--- config.mk ---
export PLATFORM = sky130hd
export DESIGN_NAME = dma_regs_top
export DESIGN_NICKNAME = d
export VERILOG_FILES = /design/src/dma_pkg.sv /design/src/dma_cmd_if.sv /design/src/dma_view_if.sv /design/src/dma_host_port.sv /design/src/dma_word_pair.sv /design/src/dma_channel.sv /design/src/dma_readback.sv /design/src/dma_regs_top.sv
export SDC_FILE = /design/constraint.sdc
export NUM_CORES = 1
export LEC_CHECK = 0
export BUFFER_PORTS_ARGS = -buffer_cell sky130_fd_sc_hd__buf_2
export CAP_MARGIN = 20
export CELL_PAD_IN_SITES_DETAIL_PLACEMENT = 1
export CELL_PAD_IN_SITES_GLOBAL_PLACEMENT = 2
export CORE_UTILIZATION = 37
export CTS_CLUSTER_DIAMETER = 50
export DETAILED_ROUTE_END_ITERATION = 10
export PLACE_DENSITY_LB_ADDON = 0.12
export SYNTH_ARGS = -nofsm -noshare
export SYNTH_HDL_FRONTEND = slang
export SYNTH_SLANG_ARGS = --single-unit
--- constraint.sdc ---
create_clock -name clk -period 3 [get_ports clk]
set_clock_uncertainty 0.2 [all_clocks]
set_input_delay 0.3 -clock clk [delete_from_list [all_inputs] [get_ports clk]]
set_output_delay 0.3 -clock clk [all_outputs]
set_load 0.02 [all_outputs]
--- src/dma_pkg.sv ---
// dma register block package with widths, register map, types and mode layout
package dma_pkg;

  parameter int BYTE_W = 8;
  parameter int WORD_W = 16;         // two bytes through the byte pointer
  parameter int AXI_ADDR_W = 6;
  parameter int AXI_DATA_W = 32;
  parameter int MAX_CHANNELS = 4;

  typedef logic [BYTE_W-1:0]     byte_t;
  typedef logic [WORD_W-1:0]     word_t;
  typedef logic [1:0]            chan_sel_t;
  typedef logic [AXI_ADDR_W-1:0] axi_addr_t;

  // channel c holds address at c*8 and word count at c*8+4
  parameter int CHAN_STRIDE = 8;
  parameter int COUNT_OFFSET = 4;
  parameter axi_addr_t CHAN_REGION_END = axi_addr_t'(MAX_CHANNELS * CHAN_STRIDE);

  parameter axi_addr_t REG_STATUS       = 6'h20; // read only
  parameter axi_addr_t REG_REQUEST      = 6'h24;
  parameter axi_addr_t REG_SINGLE_MASK  = 6'h28;
  parameter axi_addr_t REG_MODE         = 6'h2C;
  parameter axi_addr_t REG_CLEAR_PTR    = 6'h30;
  parameter axi_addr_t REG_MASTER_CLEAR = 6'h34;
  parameter axi_addr_t REG_ALL_MASK     = 6'h3C;

  // command byte layout, channel select always in bits 1:0
  parameter int MODE_AUTO_INIT_BIT = 4;
  parameter int REQ_SET_BIT = 2;     // request and single mask

  parameter logic [1:0] AXI_RESP_OKAY = 2'b00;

  function automatic logic is_chan_reg(axi_addr_t a);
    return (a < CHAN_REGION_END) && (a[1:0] == 2'b00);
  endfunction

  function automatic chan_sel_t chan_of(axi_addr_t a);
    return chan_sel_t'(a / CHAN_STRIDE);
  endfunction

  function automatic logic is_count_reg(axi_addr_t a);
    return (a % CHAN_STRIDE) == COUNT_OFFSET;
  endfunction

endpackage

--- src/dma_cmd_if.sv ---
// decoded host commands from the axi port to the channels and the read mux
`timescale 1ns/1ps

interface dma_cmd_if import dma_pkg::*; #(
  parameter int NUM_CHANNELS = 4
) ();

  logic [NUM_CHANNELS-1:0] wr_addr;   // per channel address byte write
  logic [NUM_CHANNELS-1:0] wr_count;  // per channel count byte write
  logic                    byte_hi;   // byte pointer state
  byte_t                   wbyte;
  logic                    mode_wr;
  logic                    req_wr;
  logic                    mask_wr;
  logic                    all_mask_wr;
  chan_sel_t               sel;
  logic                    set_bit;   // auto-init on mode writes
  logic                    master_clear;
  logic                    rd_en;
  axi_addr_t               rd_addr;
  logic                    status_rd;

  modport host (
    output wr_addr, wr_count, byte_hi, wbyte, mode_wr, req_wr, mask_wr,
    output all_mask_wr, sel, set_bit, master_clear, rd_en, rd_addr, status_rd
  );

  modport chan (
    input wr_addr, wr_count, byte_hi, wbyte, mode_wr, req_wr, mask_wr,
    input all_mask_wr, sel, set_bit, master_clear, status_rd
  );

  modport rdbk (
    input rd_en, rd_addr, byte_hi
  );

endinterface

--- src/dma_view_if.sv ---
// per channel register state seen by the read mux
`timescale 1ns/1ps

interface dma_view_if import dma_pkg::*; #(
  parameter int NUM_CHANNELS = 4
) ();

  word_t curr_addr  [NUM_CHANNELS];
  word_t curr_count [NUM_CHANNELS];
  logic  mask       [NUM_CHANNELS];
  logic  request    [NUM_CHANNELS];
  logic  tc         [NUM_CHANNELS];  // terminal count

  // each channel drives only its own element
  modport chan (
    output curr_addr, curr_count, mask, request, tc
  );

  modport rdbk (
    input curr_addr, curr_count, mask, request, tc
  );

endinterface

--- src/dma_host_port.sv ---
// axi4-lite slave for the dma registers with address decode and byte pointer
`timescale 1ns/1ps

module dma_host_port import dma_pkg::*; #(
  parameter int NUM_CHANNELS = 4
) (
  input  logic                  clk,
  input  logic                  rst,
  input  logic [AXI_ADDR_W-1:0] awaddr,
  input  logic                  awvalid,
  output logic                  awready,
  input  logic [AXI_DATA_W-1:0] wdata,
  input  logic                  wvalid,
  output logic                  wready,
  output logic [1:0]            bresp,
  output logic                  bvalid,
  input  logic                  bready,
  input  logic [AXI_ADDR_W-1:0] araddr,
  input  logic                  arvalid,
  output logic                  arready,
  output logic [1:0]            rresp,
  output logic                  rvalid,
  input  logic                  rready,
  dma_cmd_if.host               cmd
);

  logic                    wr_fire;
  logic                    rd_fire;
  logic                    wr_chan;
  logic                    rd_chan;
  logic                    clear_ptr;
  logic                    byte_ptr;
  logic [NUM_CHANNELS-1:0] addr_stb;
  logic [NUM_CHANNELS-1:0] count_stb;
  byte_t                   wbyte;

  assign wbyte = wdata[BYTE_W-1:0]; // only the low byte carries data

  // address and data are taken together in one cycle
  assign wr_fire = awvalid && wvalid && !bvalid;
  assign awready = wr_fire;
  assign wready  = wr_fire;

  // a write wins a tie so the byte pointer sees one access per edge
  assign rd_fire = arvalid && !rvalid && !wr_fire;
  assign arready = rd_fire;

  assign bresp = AXI_RESP_OKAY;
  assign rresp = AXI_RESP_OKAY;

  always_ff @(posedge clk) begin
    if (rst) begin
      bvalid <= 1'b0;
    end else if (wr_fire) begin
      bvalid <= 1'b1;
    end else if (bready) begin
      bvalid <= 1'b0;
    end
  end

  always_ff @(posedge clk) begin
    if (rst) begin
      rvalid <= 1'b0;
    end else if (rd_fire) begin
      rvalid <= 1'b1;   // rdata captured in the read mux at the same edge
    end else if (rready) begin
      rvalid <= 1'b0;
    end
  end

  // any access to the channel window flips the pointer
  assign wr_chan   = wr_fire && is_chan_reg(awaddr);
  assign rd_chan   = rd_fire && is_chan_reg(araddr);
  assign clear_ptr = wr_fire && (awaddr == REG_CLEAR_PTR);

  always_ff @(posedge clk) begin
    if (rst || cmd.master_clear || clear_ptr) begin
      byte_ptr <= 1'b0;
    end else if (wr_chan || rd_chan) begin
      byte_ptr <= ~byte_ptr;
    end
  end

  always_comb begin
    addr_stb  = '0;
    count_stb = '0;
    for (int c = 0; c < NUM_CHANNELS; c++) begin
      if (wr_chan && chan_of(awaddr) == chan_sel_t'(c)) begin
        addr_stb[c]  = !is_count_reg(awaddr);
        count_stb[c] = is_count_reg(awaddr);
      end
    end
  end

  assign cmd.wr_addr  = addr_stb;
  assign cmd.wr_count = count_stb;
  assign cmd.byte_hi  = byte_ptr;
  assign cmd.wbyte    = wbyte;
  assign cmd.sel      = wbyte[1:0];

  assign cmd.mode_wr      = wr_fire && (awaddr == REG_MODE);
  assign cmd.req_wr       = wr_fire && (awaddr == REG_REQUEST);
  assign cmd.mask_wr      = wr_fire && (awaddr == REG_SINGLE_MASK);
  assign cmd.all_mask_wr  = wr_fire && (awaddr == REG_ALL_MASK);
  assign cmd.master_clear = wr_fire && (awaddr == REG_MASTER_CLEAR);

  // mode carries the auto-init flag where request and mask carry set/clear
  assign cmd.set_bit = cmd.mode_wr ? wbyte[MODE_AUTO_INIT_BIT] : wbyte[REQ_SET_BIT];

  assign cmd.rd_en     = rd_fire;
  assign cmd.rd_addr   = araddr;
  assign cmd.status_rd = rd_fire && (araddr == REG_STATUS); // tc clears after capture

endmodule

--- src/dma_word_pair.sv ---
// base and current 16-bit register pair, loaded a byte at a time
`timescale 1ns/1ps

module dma_word_pair import dma_pkg::*; (
  input  logic  clk,
  input  logic  rst,
  input  logic  clear,
  input  logic  wr,
  input  logic  byte_hi,
  input  byte_t wbyte,
  input  logic  auto_init,
  input  logic  reload,
  output word_t curr
);

  word_t base;

  always_ff @(posedge clk) begin
    if (rst || clear) begin
      base <= '0;
      curr <= '0;
    end else begin
      if (wr) begin
        if (byte_hi) begin
          base[WORD_W-1:BYTE_W] <= wbyte;
        end else begin
          base[BYTE_W-1:0] <= wbyte;
        end
        // with auto-init the current value waits for the next reload
        if (!auto_init) begin
          if (byte_hi) begin
            curr[WORD_W-1:BYTE_W] <= wbyte;
          end else begin
            curr[BYTE_W-1:0] <= wbyte;
          end
        end
      end
      if (reload) begin
        curr <= base;   // old base if a byte lands at the same edge
      end
    end
  end

endmodule

--- src/dma_channel.sv ---
// one dma channel with mode, mask, request, terminal count and its word pairs
`timescale 1ns/1ps

module dma_channel import dma_pkg::*; #(
  parameter int CH = 0
) (
  input  logic     clk,
  input  logic     rst,
  input  logic     eop_n,
  dma_cmd_if.chan  cmd,
  dma_view_if.chan view
);

  logic  hit;
  logic  eop;
  logic  auto_init;
  logic  mask;
  logic  request;
  logic  tc;
  word_t curr_addr;
  word_t curr_count;

  assign hit = (cmd.sel == chan_sel_t'(CH));
  assign eop = !eop_n;

  always_ff @(posedge clk) begin
    if (rst || cmd.master_clear) begin
      auto_init <= 1'b0;
      mask      <= 1'b0;
      request   <= 1'b0;
      tc        <= 1'b0;
    end else begin
      if (cmd.mode_wr && hit) auto_init <= cmd.set_bit;
      if (cmd.req_wr && hit) request <= cmd.set_bit;
      if (cmd.mask_wr && hit) mask <= cmd.set_bit;
      if (cmd.all_mask_wr) mask <= cmd.wbyte[CH];
      if (cmd.status_rd) tc <= 1'b0;
      // end of process wins over a command at the same edge
      if (eop) begin
        tc      <= 1'b1;
        request <= 1'b0;
        if (!auto_init) mask <= 1'b1;
      end
    end
  end

  dma_word_pair addr_pair_i (
    .clk       (clk),
    .rst       (rst),
    .clear     (cmd.master_clear),
    .wr        (cmd.wr_addr[CH]),
    .byte_hi   (cmd.byte_hi),
    .wbyte     (cmd.wbyte),
    .auto_init (auto_init),
    .reload    (eop && auto_init),
    .curr      (curr_addr)
  );

  dma_word_pair count_pair_i (
    .clk       (clk),
    .rst       (rst),
    .clear     (cmd.master_clear),
    .wr        (cmd.wr_count[CH]),
    .byte_hi   (cmd.byte_hi),
    .wbyte     (cmd.wbyte),
    .auto_init (auto_init),
    .reload    (eop && auto_init),
    .curr      (curr_count)
  );

  assign view.curr_addr[CH]  = curr_addr;
  assign view.curr_count[CH] = curr_count;
  assign view.mask[CH]       = mask;
  assign view.request[CH]    = request;
  assign view.tc[CH]         = tc;

endmodule

--- src/dma_readback.sv ---
// read data mux for the dma registers with status assembly and registered rdata
`timescale 1ns/1ps

module dma_readback import dma_pkg::*; #(
  parameter int NUM_CHANNELS = 4
) (
  input  logic                  clk,
  input  logic                  rst,
  dma_cmd_if.rdbk               cmd,
  dma_view_if.rdbk              view,
  output logic [AXI_DATA_W-1:0] rdata
);

  logic [MAX_CHANNELS-1:0] tc_bits;
  logic [MAX_CHANNELS-1:0] req_bits;
  logic [MAX_CHANNELS-1:0] mask_bits;
  word_t                   sel_word;
  byte_t                   rd_byte;

  // missing channels stay zero in the packed views
  always_comb begin
    tc_bits   = '0;
    req_bits  = '0;
    mask_bits = '0;
    sel_word  = '0;
    for (int c = 0; c < NUM_CHANNELS; c++) begin
      tc_bits[c]   = view.tc[c];
      req_bits[c]  = view.request[c];
      mask_bits[c] = view.mask[c];
      if (chan_of(cmd.rd_addr) == chan_sel_t'(c)) begin
        sel_word = is_count_reg(cmd.rd_addr) ? view.curr_count[c] : view.curr_addr[c];
      end
    end
  end

  always_comb begin
    rd_byte = '0;   // unmapped addresses
    if (is_chan_reg(cmd.rd_addr)) begin
      rd_byte = cmd.byte_hi ? sel_word[WORD_W-1:BYTE_W] : sel_word[BYTE_W-1:0];
    end else if (cmd.rd_addr == REG_STATUS) begin
      rd_byte = {req_bits, tc_bits};
    end else if (cmd.rd_addr == REG_ALL_MASK) begin
      rd_byte = byte_t'(mask_bits);
    end
  end

  always_ff @(posedge clk) begin
    if (rst) begin
      rdata <= '0;
    end else if (cmd.rd_en) begin
      rdata <= AXI_DATA_W'(rd_byte); // held until the next accepted read
    end
  end

endmodule

--- src/dma_regs_top.sv ---
// dma register block top with axi4-lite host port and per channel registers
`timescale 1ns/1ps

module dma_regs_top import dma_pkg::*; #(
  parameter int NUM_CHANNELS = 4
) (
  input  logic                    clk,
  input  logic                    rst,
  input  logic [AXI_ADDR_W-1:0]   awaddr,
  input  logic                    awvalid,
  output logic                    awready,
  input  logic [AXI_DATA_W-1:0]   wdata,
  input  logic                    wvalid,
  output logic                    wready,
  output logic [1:0]              bresp,
  output logic                    bvalid,
  input  logic                    bready,
  input  logic [AXI_ADDR_W-1:0]   araddr,
  input  logic                    arvalid,
  output logic                    arready,
  output logic [AXI_DATA_W-1:0]   rdata,
  output logic [1:0]              rresp,
  output logic                    rvalid,
  input  logic                    rready,
  input  logic [NUM_CHANNELS-1:0] eop_n,
  output logic [NUM_CHANNELS-1:0] svc_req
);

  dma_cmd_if  #(.NUM_CHANNELS(NUM_CHANNELS)) cmd ();
  dma_view_if #(.NUM_CHANNELS(NUM_CHANNELS)) view ();

  dma_host_port #(.NUM_CHANNELS(NUM_CHANNELS)) host_i (
    .clk     (clk),
    .rst     (rst),
    .awaddr  (awaddr),
    .awvalid (awvalid),
    .awready (awready),
    .wdata   (wdata),
    .wvalid  (wvalid),
    .wready  (wready),
    .bresp   (bresp),
    .bvalid  (bvalid),
    .bready  (bready),
    .araddr  (araddr),
    .arvalid (arvalid),
    .arready (arready),
    .rresp   (rresp),
    .rvalid  (rvalid),
    .rready  (rready),
    .cmd     (cmd.host)
  );

  dma_readback #(.NUM_CHANNELS(NUM_CHANNELS)) rdbk_i (
    .clk   (clk),
    .rst   (rst),
    .cmd   (cmd.rdbk),
    .view  (view.rdbk),
    .rdata (rdata)
  );

  for (genvar c = 0; c < NUM_CHANNELS; c++) begin : g_chan
    dma_channel #(.CH(c)) chan_i (
      .clk   (clk),
      .rst   (rst),
      .eop_n (eop_n[c]),
      .cmd   (cmd.chan),
      .view  (view.chan)
    );

    assign svc_req[c] = view.request[c] && !view.mask[c]; // pending and not masked
  end

endmodule

==> results.env, run 1 <==
STATUS='finished clean'
SYN-MEAN-INSTANCE-AREA_UM2=8.62
WORST_EP_REQUIRED_TIME_NS=3.18
RSZ0062_AT_GRT='no'
SYNTH_WARNINGS=0
DIE_WIDTH_UM=185
SYNTH-SEQ-CELLS=283
YS_TYPES=54
WORST_PIN_SLEW_NS=0.949
POST_SYNTH_INSTANCE_AREA_UM2=12300
CTS.SINKS=283
SYNTH_SIMPLE_GATE_AREA_SHARE_PCT=17.5
R2R_END='g_chan[0].chan_i.addr_pair_i.base[1]'
YOSYSTOPAREACELLSHARE_PCT=45.9
LAYOUT-DRIVE-GT1-SHARE_PCT=14.3
GRT_USE_TOTAL_PCT=25.0
CRITPATHCAPTURETYPE='flip-flop'
LARGEST_FAMILY_OF_LOGIC_CELLS_BY_SYNTHESIZED_AREA='compound AO/OA/AOI/OAI gates'
POST-CTS-SETUP-BUFFERS=0
CTS_RESIZED=0
SETUP_VIOL_COUNT_FINAL=0
FP.DIEAREA_UM2=34100
IRDROPWORSTVDD_mV=0.288
FINALINSTANCEAREA_UM2=14400
MAX_CAP_VIOLATIONS=0
DATA_ARRIVAL_TIME_OF_THE_CRITICAL_PATH_NS=2.82
YS_DOMINANT_REG_CELL='sky130_fd_sc_hd__dfxtp_1'
MOST_FREQUENT_CELLS_IN_THE_LAYOUT='sky130_fd_sc_hd__dfxtp_1 (283), sky130_fd_sc_hd__nand2_1 (272), sky130_fd_sc_hd__a21oi_1 (214)'
PLACE_CONGESTION=0.850
FLOW.AREA_GROWTH_FROM_SYNTHESIS_PCT=17.0
LENGTH_IN_CELLS_OF_THE_WORST_REG_TO_REG_PATH=6
WL_PER_CELL_UM=21.7
CRIT-REG2REG-LAUNCH='host_i.bvalid'
FINAL_ANTENNA_NET_COUNT=0
DRT_WL_TOTAL_MM=42.1
TIMING.HOLD.WORST.CLASS='in2reg'
H-TREE-DEPTH=2
PORT_BUFFERS=47
CRITPATHLAUNCHTYPE='flip-flop'
POST_SYNTH_TOP_AREA_CELL='sky130_fd_sc_hd__dfxtp_1'
FIN_CRIT_SH_PCT=88.0
POWER-PER-CELL-AREA_nW_PER_UM2=610
POWER.LEAKAGE_nW=5.31
GRT_ANTENNA_BEFORE_REPAIR=0
TIMING.FINAL.CRIT_PERIOD_NS=2.64
DRC_ERRORS=0
ITERATION_0_DRC_MARKERS=748
FF2FF_SETUP_SLACK_NS=0.36
GRT_PASS1_VIAS=10597
NETLIST_INSTANCES=1431
AVGVIACOUNTPERCELL=5.50
GRT_MAX_DEGREE=110
POST_SYNTH_XOR_AREA_FRACTION_PCT=0.0710
CRITICAL_PATH.MAX_FANOUT=12
SYNTH.AREA.MUX_SHARE_PCT=11.2
CTS-ROOT-TO-SINK-BUFFERS=3
MOST_COMMON_LIBRARY_CELL_IN_THE_LAYOUT_IGNORING_FILL_AND_TAPS='sky130_fd_sc_hd__dfxtp_1'
WHS_ENDPOINT='g_chan[0].chan_i.count_pair_i.base[1]'
CRITICALPATHCATEGORY='reg2reg'
SYNTH_FA_HA_AREA_SHARE_PCT=0
SYNTH_COMPOUND_GATE_AREA_SHARE_PCT=19.5
HOLD_START='wdata[1]'
NUM_ANTENNA_CELLS=0
MIN_DELAY_PATH_DEPTH=3
WORSTSKEWPAIRLATENCY_NS=0.52
IOS=100
DR.PASS1.ITERS=5
TOTAL_VIA_COUNT_IN_THE_ROUTED_DESIGN=10677
CORE_OUTLINE_AREA_UM2=32700
CTS_BUFFERS=38
YS_SEQ_AREA_SHARE_PCT=45.9
POSTSYNTH.ASYNCRESETSHARE_PCT=0
CTS_TREE='done'
MAXSLEWVIOLCOUNT=0
CTS.CLK_SLEW.WORST_PATHS_NS=0.06
FMAX_MHz=379
NUM_ROWS=66
FINAL_NETS=1529
TIMING.SETUP.TNS_NS=0
SYNTH_EDF_COUNT=0
DPL_CELL_AREA_UM2=13100
GR_OVERFLOW_TOTAL=0
DPL.HPWL_MM=27.6
SYNTH.TOP_CELLS.BY_AREA='sky130_fd_sc_hd__dfxtp_1 (46%), sky130_fd_sc_hd__a21oi_1 (8.7%), sky130_fd_sc_hd__nand2_1 (8.3%)'
FINAL-HOLD-VIOLATION-COUNT=0
CLK_ROOT_BUFFER_CELL='sky130_fd_sc_hd__clkbuf_16'
DIE_H_UM=185
GRT_FIRST_PASS_WIRELENGTH_MM=64.7
WORST_SLEW_MARGIN_REL_PCT=36.7
FLOORPLAN.INITIALDENSITY_PCT=37.7
through the flow:
stage	total power, mW	hold WS, ns	instances	utilization (%)	setup slack [ns]
2_1_floorplan	4.17	0.178	1458	-	0.735
3_3_place_gp	4.31	0.240	1866	39.9	0.330
3_5_place_dp	4.31	0.245	1866	39.9	0.278
4_1_cts	8.89	0.0160	1941	44.1	0.380
5_1_grt	9.08	0.0303	1941	44.1	0.166
6_report	8.79	0.0263	1941	44.1	0.361
layer usage:
layer	up-vias	GRT usage (%)	part of all wire, %
met4	0	7.23	2.5
met5	-	0	0
met2	234	39.4	45
met1	5295	35.6	49
li1	5089	-	-
met3	59	3.18	4.0
sequential cells by signal, indices dropped and copies added, names as in the netlist:
| name | flops |
|---|---|
| g_chan.chan_i.addr_pair_i.base | 64 |
| g_chan.chan_i.addr_pair_i.curr | 64 |
| g_chan.chan_i.count_pair_i.base | 64 |
| g_chan.chan_i.count_pair_i.curr | 64 |
| rdbk_i.rdata | 8 |
| g_chan.chan_i.auto_init | 4 |
| g_chan.chan_i.mask | 4 |
| g_chan.chan_i.request | 4 |
| g_chan.chan_i.tc | 4 |
| host_i.bvalid | 1 |
| host_i.cmd.byte_hi | 1 |
| host_i.rvalid | 1 |
Yosys cell counts (2+ instances only):
master                        n
sky130_fd_sc_hd__dfxtp_1    283
sky130_fd_sc_hd__nand2_1    272
sky130_fd_sc_hd__a21oi_1    214
sky130_fd_sc_hd__nor2_1     130
sky130_fd_sc_hd__a22oi_1    129
sky130_fd_sc_hd__mux2i_1     94
sky130_fd_sc_hd__clkbuf_1    79
sky130_fd_sc_hd__buf_4       31
sky130_fd_sc_hd__nand3_1     22
sky130_fd_sc_hd__mux4_2      18
sky130_fd_sc_hd__buf_2       16
sky130_fd_sc_hd__a211oi_1    14
sky130_fd_sc_hd__nor2b_1     13
sky130_fd_sc_hd__buf_1       12
sky130_fd_sc_hd__nand2b_1     9
sky130_fd_sc_hd__o221ai_1     8
sky130_fd_sc_hd__nor3b_1      7
sky130_fd_sc_hd__o21ai_0      7
sky130_fd_sc_hd__nor3_1       6
sky130_fd_sc_hd__and3_1       5
sky130_fd_sc_hd__inv_1        5
sky130_fd_sc_hd__nor2_2       4
sky130_fd_sc_hd__nor3_2       4
sky130_fd_sc_hd__a221oi_1     3
sky130_fd_sc_hd__buf_6        3
sky130_fd_sc_hd__mux2_2       3
sky130_fd_sc_hd__nand4_1      3
sky130_fd_sc_hd__nor4_2       3
sky130_fd_sc_hd__o211ai_1     3
sky130_fd_sc_hd__o311ai_0     3
sky130_fd_sc_hd__a2111oi_0    2
sky130_fd_sc_hd__and2_1       2
sky130_fd_sc_hd__and4bb_2     2
sky130_fd_sc_hd__nand3b_1     2
cells by family (layout without fill, tap and decap cells):
kind of cell / Yosys count / in the layout
compound gates: 391 / 391
xor+xnor: 1 / 1
buf+inv: 146 / 187
flops: 283 / 283
mux: 115 / 115
other cells: 1 / 28
simple gates: 494 / 494
cell type report:
type                       instances  area, um2
clock buffer                      52       1110
clock inverter                    13        158
fill                            3847      18300
inverter                           5       18.8
multi-input combinational       1029       6080
sequential                       283       5670
tap                              442        553
timing repair buffer             117        836
timing repair:
| item | 4_1_cts | 5_1_grt |
|---|---|---|
| endpoints found under the setup margin | 0 | 0 |
| hold endpoints to repair | 21 | 0 |
| hold buffers | 10 | 0 |
worst max-delay path: stages (launching register included):
cell	delay [ns]
sky130_fd_sc_hd__dfxtp_1	0.33
sky130_fd_sc_hd__and4bb_2	0.49
sky130_fd_sc_hd__nand3b_2	0.42
sky130_fd_sc_hd__nor2_2	0.52
sky130_fd_sc_hd__nand2_1	0.31
sky130_fd_sc_hd__nand2_1	0.16
sky130_fd_sc_hd__a21oi_1	0.07
power breakdown:
part | leakage, nW | switching, mW | total [mW] | internal [mW]
clock | 0.629 | 1.70 | 4.55 | 2.85
sequential | 2.28 | 0.0174 | 3.80 | 3.78
combinational | 2.40 | 0.336 | 0.447 | 0.111
total | 5.31 | 2.05 | 8.79 | 6.74
how the worst max path moves through the flow:
| stage | slack (ns) | to | from | depth (start not counted) |
|---|---|---|---|---|
| 3_5_place_dp | 0.28 | g_chan[0].chan_i.addr_pair_i.base[1] | awaddr[5] | 7 |
| 2_1_floorplan | 0.73 | g_chan[2].chan_i.addr_pair_i.curr[0] | host_i.bvalid | 8 |
| 4_1_cts | 0.38 | g_chan[0].chan_i.addr_pair_i.base[4] | host_i.bvalid | 6 |
| 5_1_grt | 0.17 | g_chan[0].chan_i.addr_pair_i.base[7] | host_i.bvalid | 6 |
| 3_3_place_gp | 0.33 | g_chan[0].chan_i.addr_pair_i.base[4] | awaddr[5] | 7 |
| 6_report | 0.36 | g_chan[0].chan_i.addr_pair_i.base[1] | host_i.bvalid | 6 |
(Power assumes the default switching activity.)
==> run 2: changes to the inputs <==
--- a/config.mk
+++ b/config.mk
@@ -7,2 +7,3 @@
 export LEC_CHECK = 0
+export ABC_AREA = 1
 export BUFFER_PORTS_ARGS = -buffer_cell sky130_fd_sc_hd__buf_2
@@ -11,3 +12,3 @@
 export CELL_PAD_IN_SITES_GLOBAL_PLACEMENT = 2
-export CORE_UTILIZATION = 37
+export CORE_UTILIZATION = 34
 export CTS_CLUSTER_DIAMETER = 50
==> constraint.sdc (replaced) <==
create_clock -name clk -period 3 [get_ports clk]
set_clock_uncertainty 0.2 [all_clocks]
set_input_delay 0.6 -clock clk [delete_from_list [all_inputs] [get_ports clk]]
set_output_delay 0.6 -clock clk [all_outputs]
set_load 0.02 [all_outputs]
==> results.env, run 2 <==
CRITPATHCAPTURETYPE='output port'
WORST_PIN_SLEW_NS=0.630
TIMING.SETUP.TNS_NS=0
PORT_BUFFERS=47
H-TREE-DEPTH=2
SYNTH.TOP_CELLS.BY_AREA='sky130_fd_sc_hd__dfxtp_1 (42%), sky130_fd_sc_hd__nand2_1 (13%), sky130_fd_sc_hd__a21oi_1 (11%)'
DPL.HPWL_MM=35.7
MULTI_INPUT_AREA_UM2=6500
MOST_COMMON_LIBRARY_CELL_IN_THE_LAYOUT_IGNORING_FILL_AND_TAPS='sky130_fd_sc_hd__nand2_1'
STATUS='finished clean'
FIN_CRIT_SH_PCT=81.2
GRT_MAX_DEGREE=117
HOLD_WS_NS=0.0323
GRT_FIRST_PASS_WIRELENGTH_MM=78.7
TIMING.FINAL.CRIT_PERIOD_NS=2.44
TIMING.HOLD.WORST.CLASS='in2reg'
ITERATION_0_DRC_MARKERS=706
DR.PASS1.ITERS=5
SYNTH-SEQ-CELLS=283
CRITPATHMAXSTAGEDELAY_NS=0.32
NUM_ROWS=72
FP.DIEAREA_UM2=40200
CRITPATHLAUNCHTYPE='flip-flop'
LAYOUT-DRIVE-GT1-SHARE_PCT=11.7
WORST_EP_REQUIRED_TIME_NS=2.20
FMAX_MHz=410
CTS_BUFFERS=44
WORSTSKEWPAIRLATENCY_NS=0.57
YS_DOMINANT_REG_CELL='sky130_fd_sc_hd__dfxtp_1'
DRC_ERRORS=0
WORST_SLEW_MARGIN_REL_PCT=57.9
POST_SYNTH_TOP_AREA_CELL='sky130_fd_sc_hd__dfxtp_1'
AVGVIACOUNTPERCELL=5.15
MAXSLEWVIOLCOUNT=0
GRT_PASS1_VIAS=13285
FINAL_NETS=2047
GRTUSAGEMET1_PCT=33.7
YS_TYPES=36
YOSYS-TOP-CELLS-COUNT='sky130_fd_sc_hd__nand2_1 (454), sky130_fd_sc_hd__a21oi_1 (294), sky130_fd_sc_hd__dfxtp_1 (283)'
SYNTHMOSTINSTANTIATEDCELL='sky130_fd_sc_hd__nand2_1'
CRITICAL-PATH-SLOWEST-CELL='sky130_fd_sc_hd__dfxtp_1'
GRT_MAX_USAGE_LAYER='met2'
MOST_FREQUENT_CELLS_IN_THE_LAYOUT='sky130_fd_sc_hd__nand2_1 (454), sky130_fd_sc_hd__a21oi_1 (294), sky130_fd_sc_hd__dfxtp_1 (283)'
WL_PER_CELL_UM=20.1
GRT_ANTENNA_BEFORE_REPAIR=1
PLACE_CONGESTION=0.846
CTS_RESIZED=0
DIE_WIDTH_UM=201
POST-CTS-SETUP-BUFFERS=0
NETLIST_INSTANCES=1953
DRT_WL_TOTAL_MM=51.1
TOTAL_VIA_COUNT_IN_THE_ROUTED_DESIGN=13109
FLOW.AREA_GROWTH_FROM_SYNTHESIS_PCT=16.9
POWER-PER-CELL-AREA_nW_PER_UM2=630
CRITICAL_PATH.MAX_FANOUT=9
USE_MET2_PCT=41.3
DIE_H_UM=201
DATA_ARRIVAL_TIME_OF_THE_CRITICAL_PATH_NS=1.64
GR_OVERFLOW_TOTAL=0
HOLDBUFCOUNTCTS=0
IOS=100
SYN-MEAN-INSTANCE-AREA_UM2=6.87
FINAL_ANTENNA_NET_COUNT=0
IRDROPWORSTVDD_mV=0.359
SYNTH_EDF_COUNT=0
GRT_USE_TOTAL_PCT=25.4
FLOORPLAN.INITIALDENSITY_PCT=34.6
CRITICAL-PATH-TOP-DELAY-FAMILY='simple AND/OR/NAND/NOR gates'
POWER.LEAKAGE_nW=6.10
NFILLCELLS=4914
AREA.SEQUENTIAL_UM2=5670
POSTSYNTH.ASYNCRESETSHARE_PCT=0
GRTUSAGEMET3_PCT=3.75
CTS-ROOT-TO-SINK-BUFFERS=3
CRITPATHBUFINV=3
SETUP_VIOL_COUNT_FINAL=0
SYNTH_WARNINGS=0
MAX_CAP_VIOLATIONS=0
POST_SYNTH_INSTANCE_AREA_UM2=13400
PATH_CELLS='inv_2 -> nand3_4 -> nand2_1 -> inv_1 -> buf_2'
YOSYSTOPAREACELLSHARE_PCT=42.3
CTS.SINKS=283
CTS_TREE='done'
RSZ0062_AT_GRT='no'
CORE_OUTLINE_AREA_UM2=38700
FINAL-HOLD-VIOLATION-COUNT=0
CRITICALPATHCATEGORY='reg2out'
CLK_ROOT_BUFFER_CELL='sky130_fd_sc_hd__clkbuf_16'
CTS.CLK_SLEW.WORST_PATHS_NS=0.06
YS_SEQ_AREA_SHARE_PCT=42.3
run 2: layout make-up:
cell class                      count  area share, %
Clock inverter                     25           2.11
Clock buffer                       56           7.83
Sequential cell                   283           36.1
Antenna cell                        2         0.0319
Inverter                          171           4.10
Multi-Input combinational cell   1394           41.5
Tap cell                          518           4.13
Timing Repair Buffer               98           4.18
run 2: final timing paths:
check                           cells after the start                                      to  slack (ns)                                    from
worst min register to register                      2  g_chan[3].chan_i.count_pair_i.base[14]        0.25  g_chan[3].chan_i.count_pair_i.base[14]
worst min-delay path                                2                           host_i.rvalid        0.03                                     rst
worst max register to register                      9   g_chan[2].chan_i.count_pair_i.base[8]        0.68                           host_i.bvalid
worst max-delay path                                5                                 arready        0.56                           host_i.bvalid
run 2: layer usage:
layer | vias to the layer above | share of wire (%)
met1 | 6307 | 47
met5 | - | 0
met2 | 242 | 46
li1 | 6467 | -
met3 | 93 | 4.2
met4 | 0 | 3.5
run 2: kinds of logic after synthesis:
logic type	after synthesis	synth area share (%)
DFF	283	42.3
buffers and inverters	303	10.0
and+or+nand+nor	826	27.0
other	1	0.0280
AOI/OAI and AO/OA	540	20.7
run 2: through the flow:
stage	util, %	instance area, um2	power, mW	cells	setup WS, ns
after floorplan	-	13500	4.26	1980	0.878
after global placement	36.4	14100	4.48	2464	0.316
after detailed placement	36.4	14100	4.49	2464	0.246
after CTS	40.5	15700	10.0	2545	0.525
after global routing	40.5	15700	10.2	2545	0.455
final	40.5	15700	9.88	2547	0.563
run 2: report_power, final:
part / internal [mW] / switching, mW
Sequential: 3.79 / 0.0162
Combinational: 0.142 / 0.468
Clock: 3.51 / 1.96
Total: 7.43 / 2.44
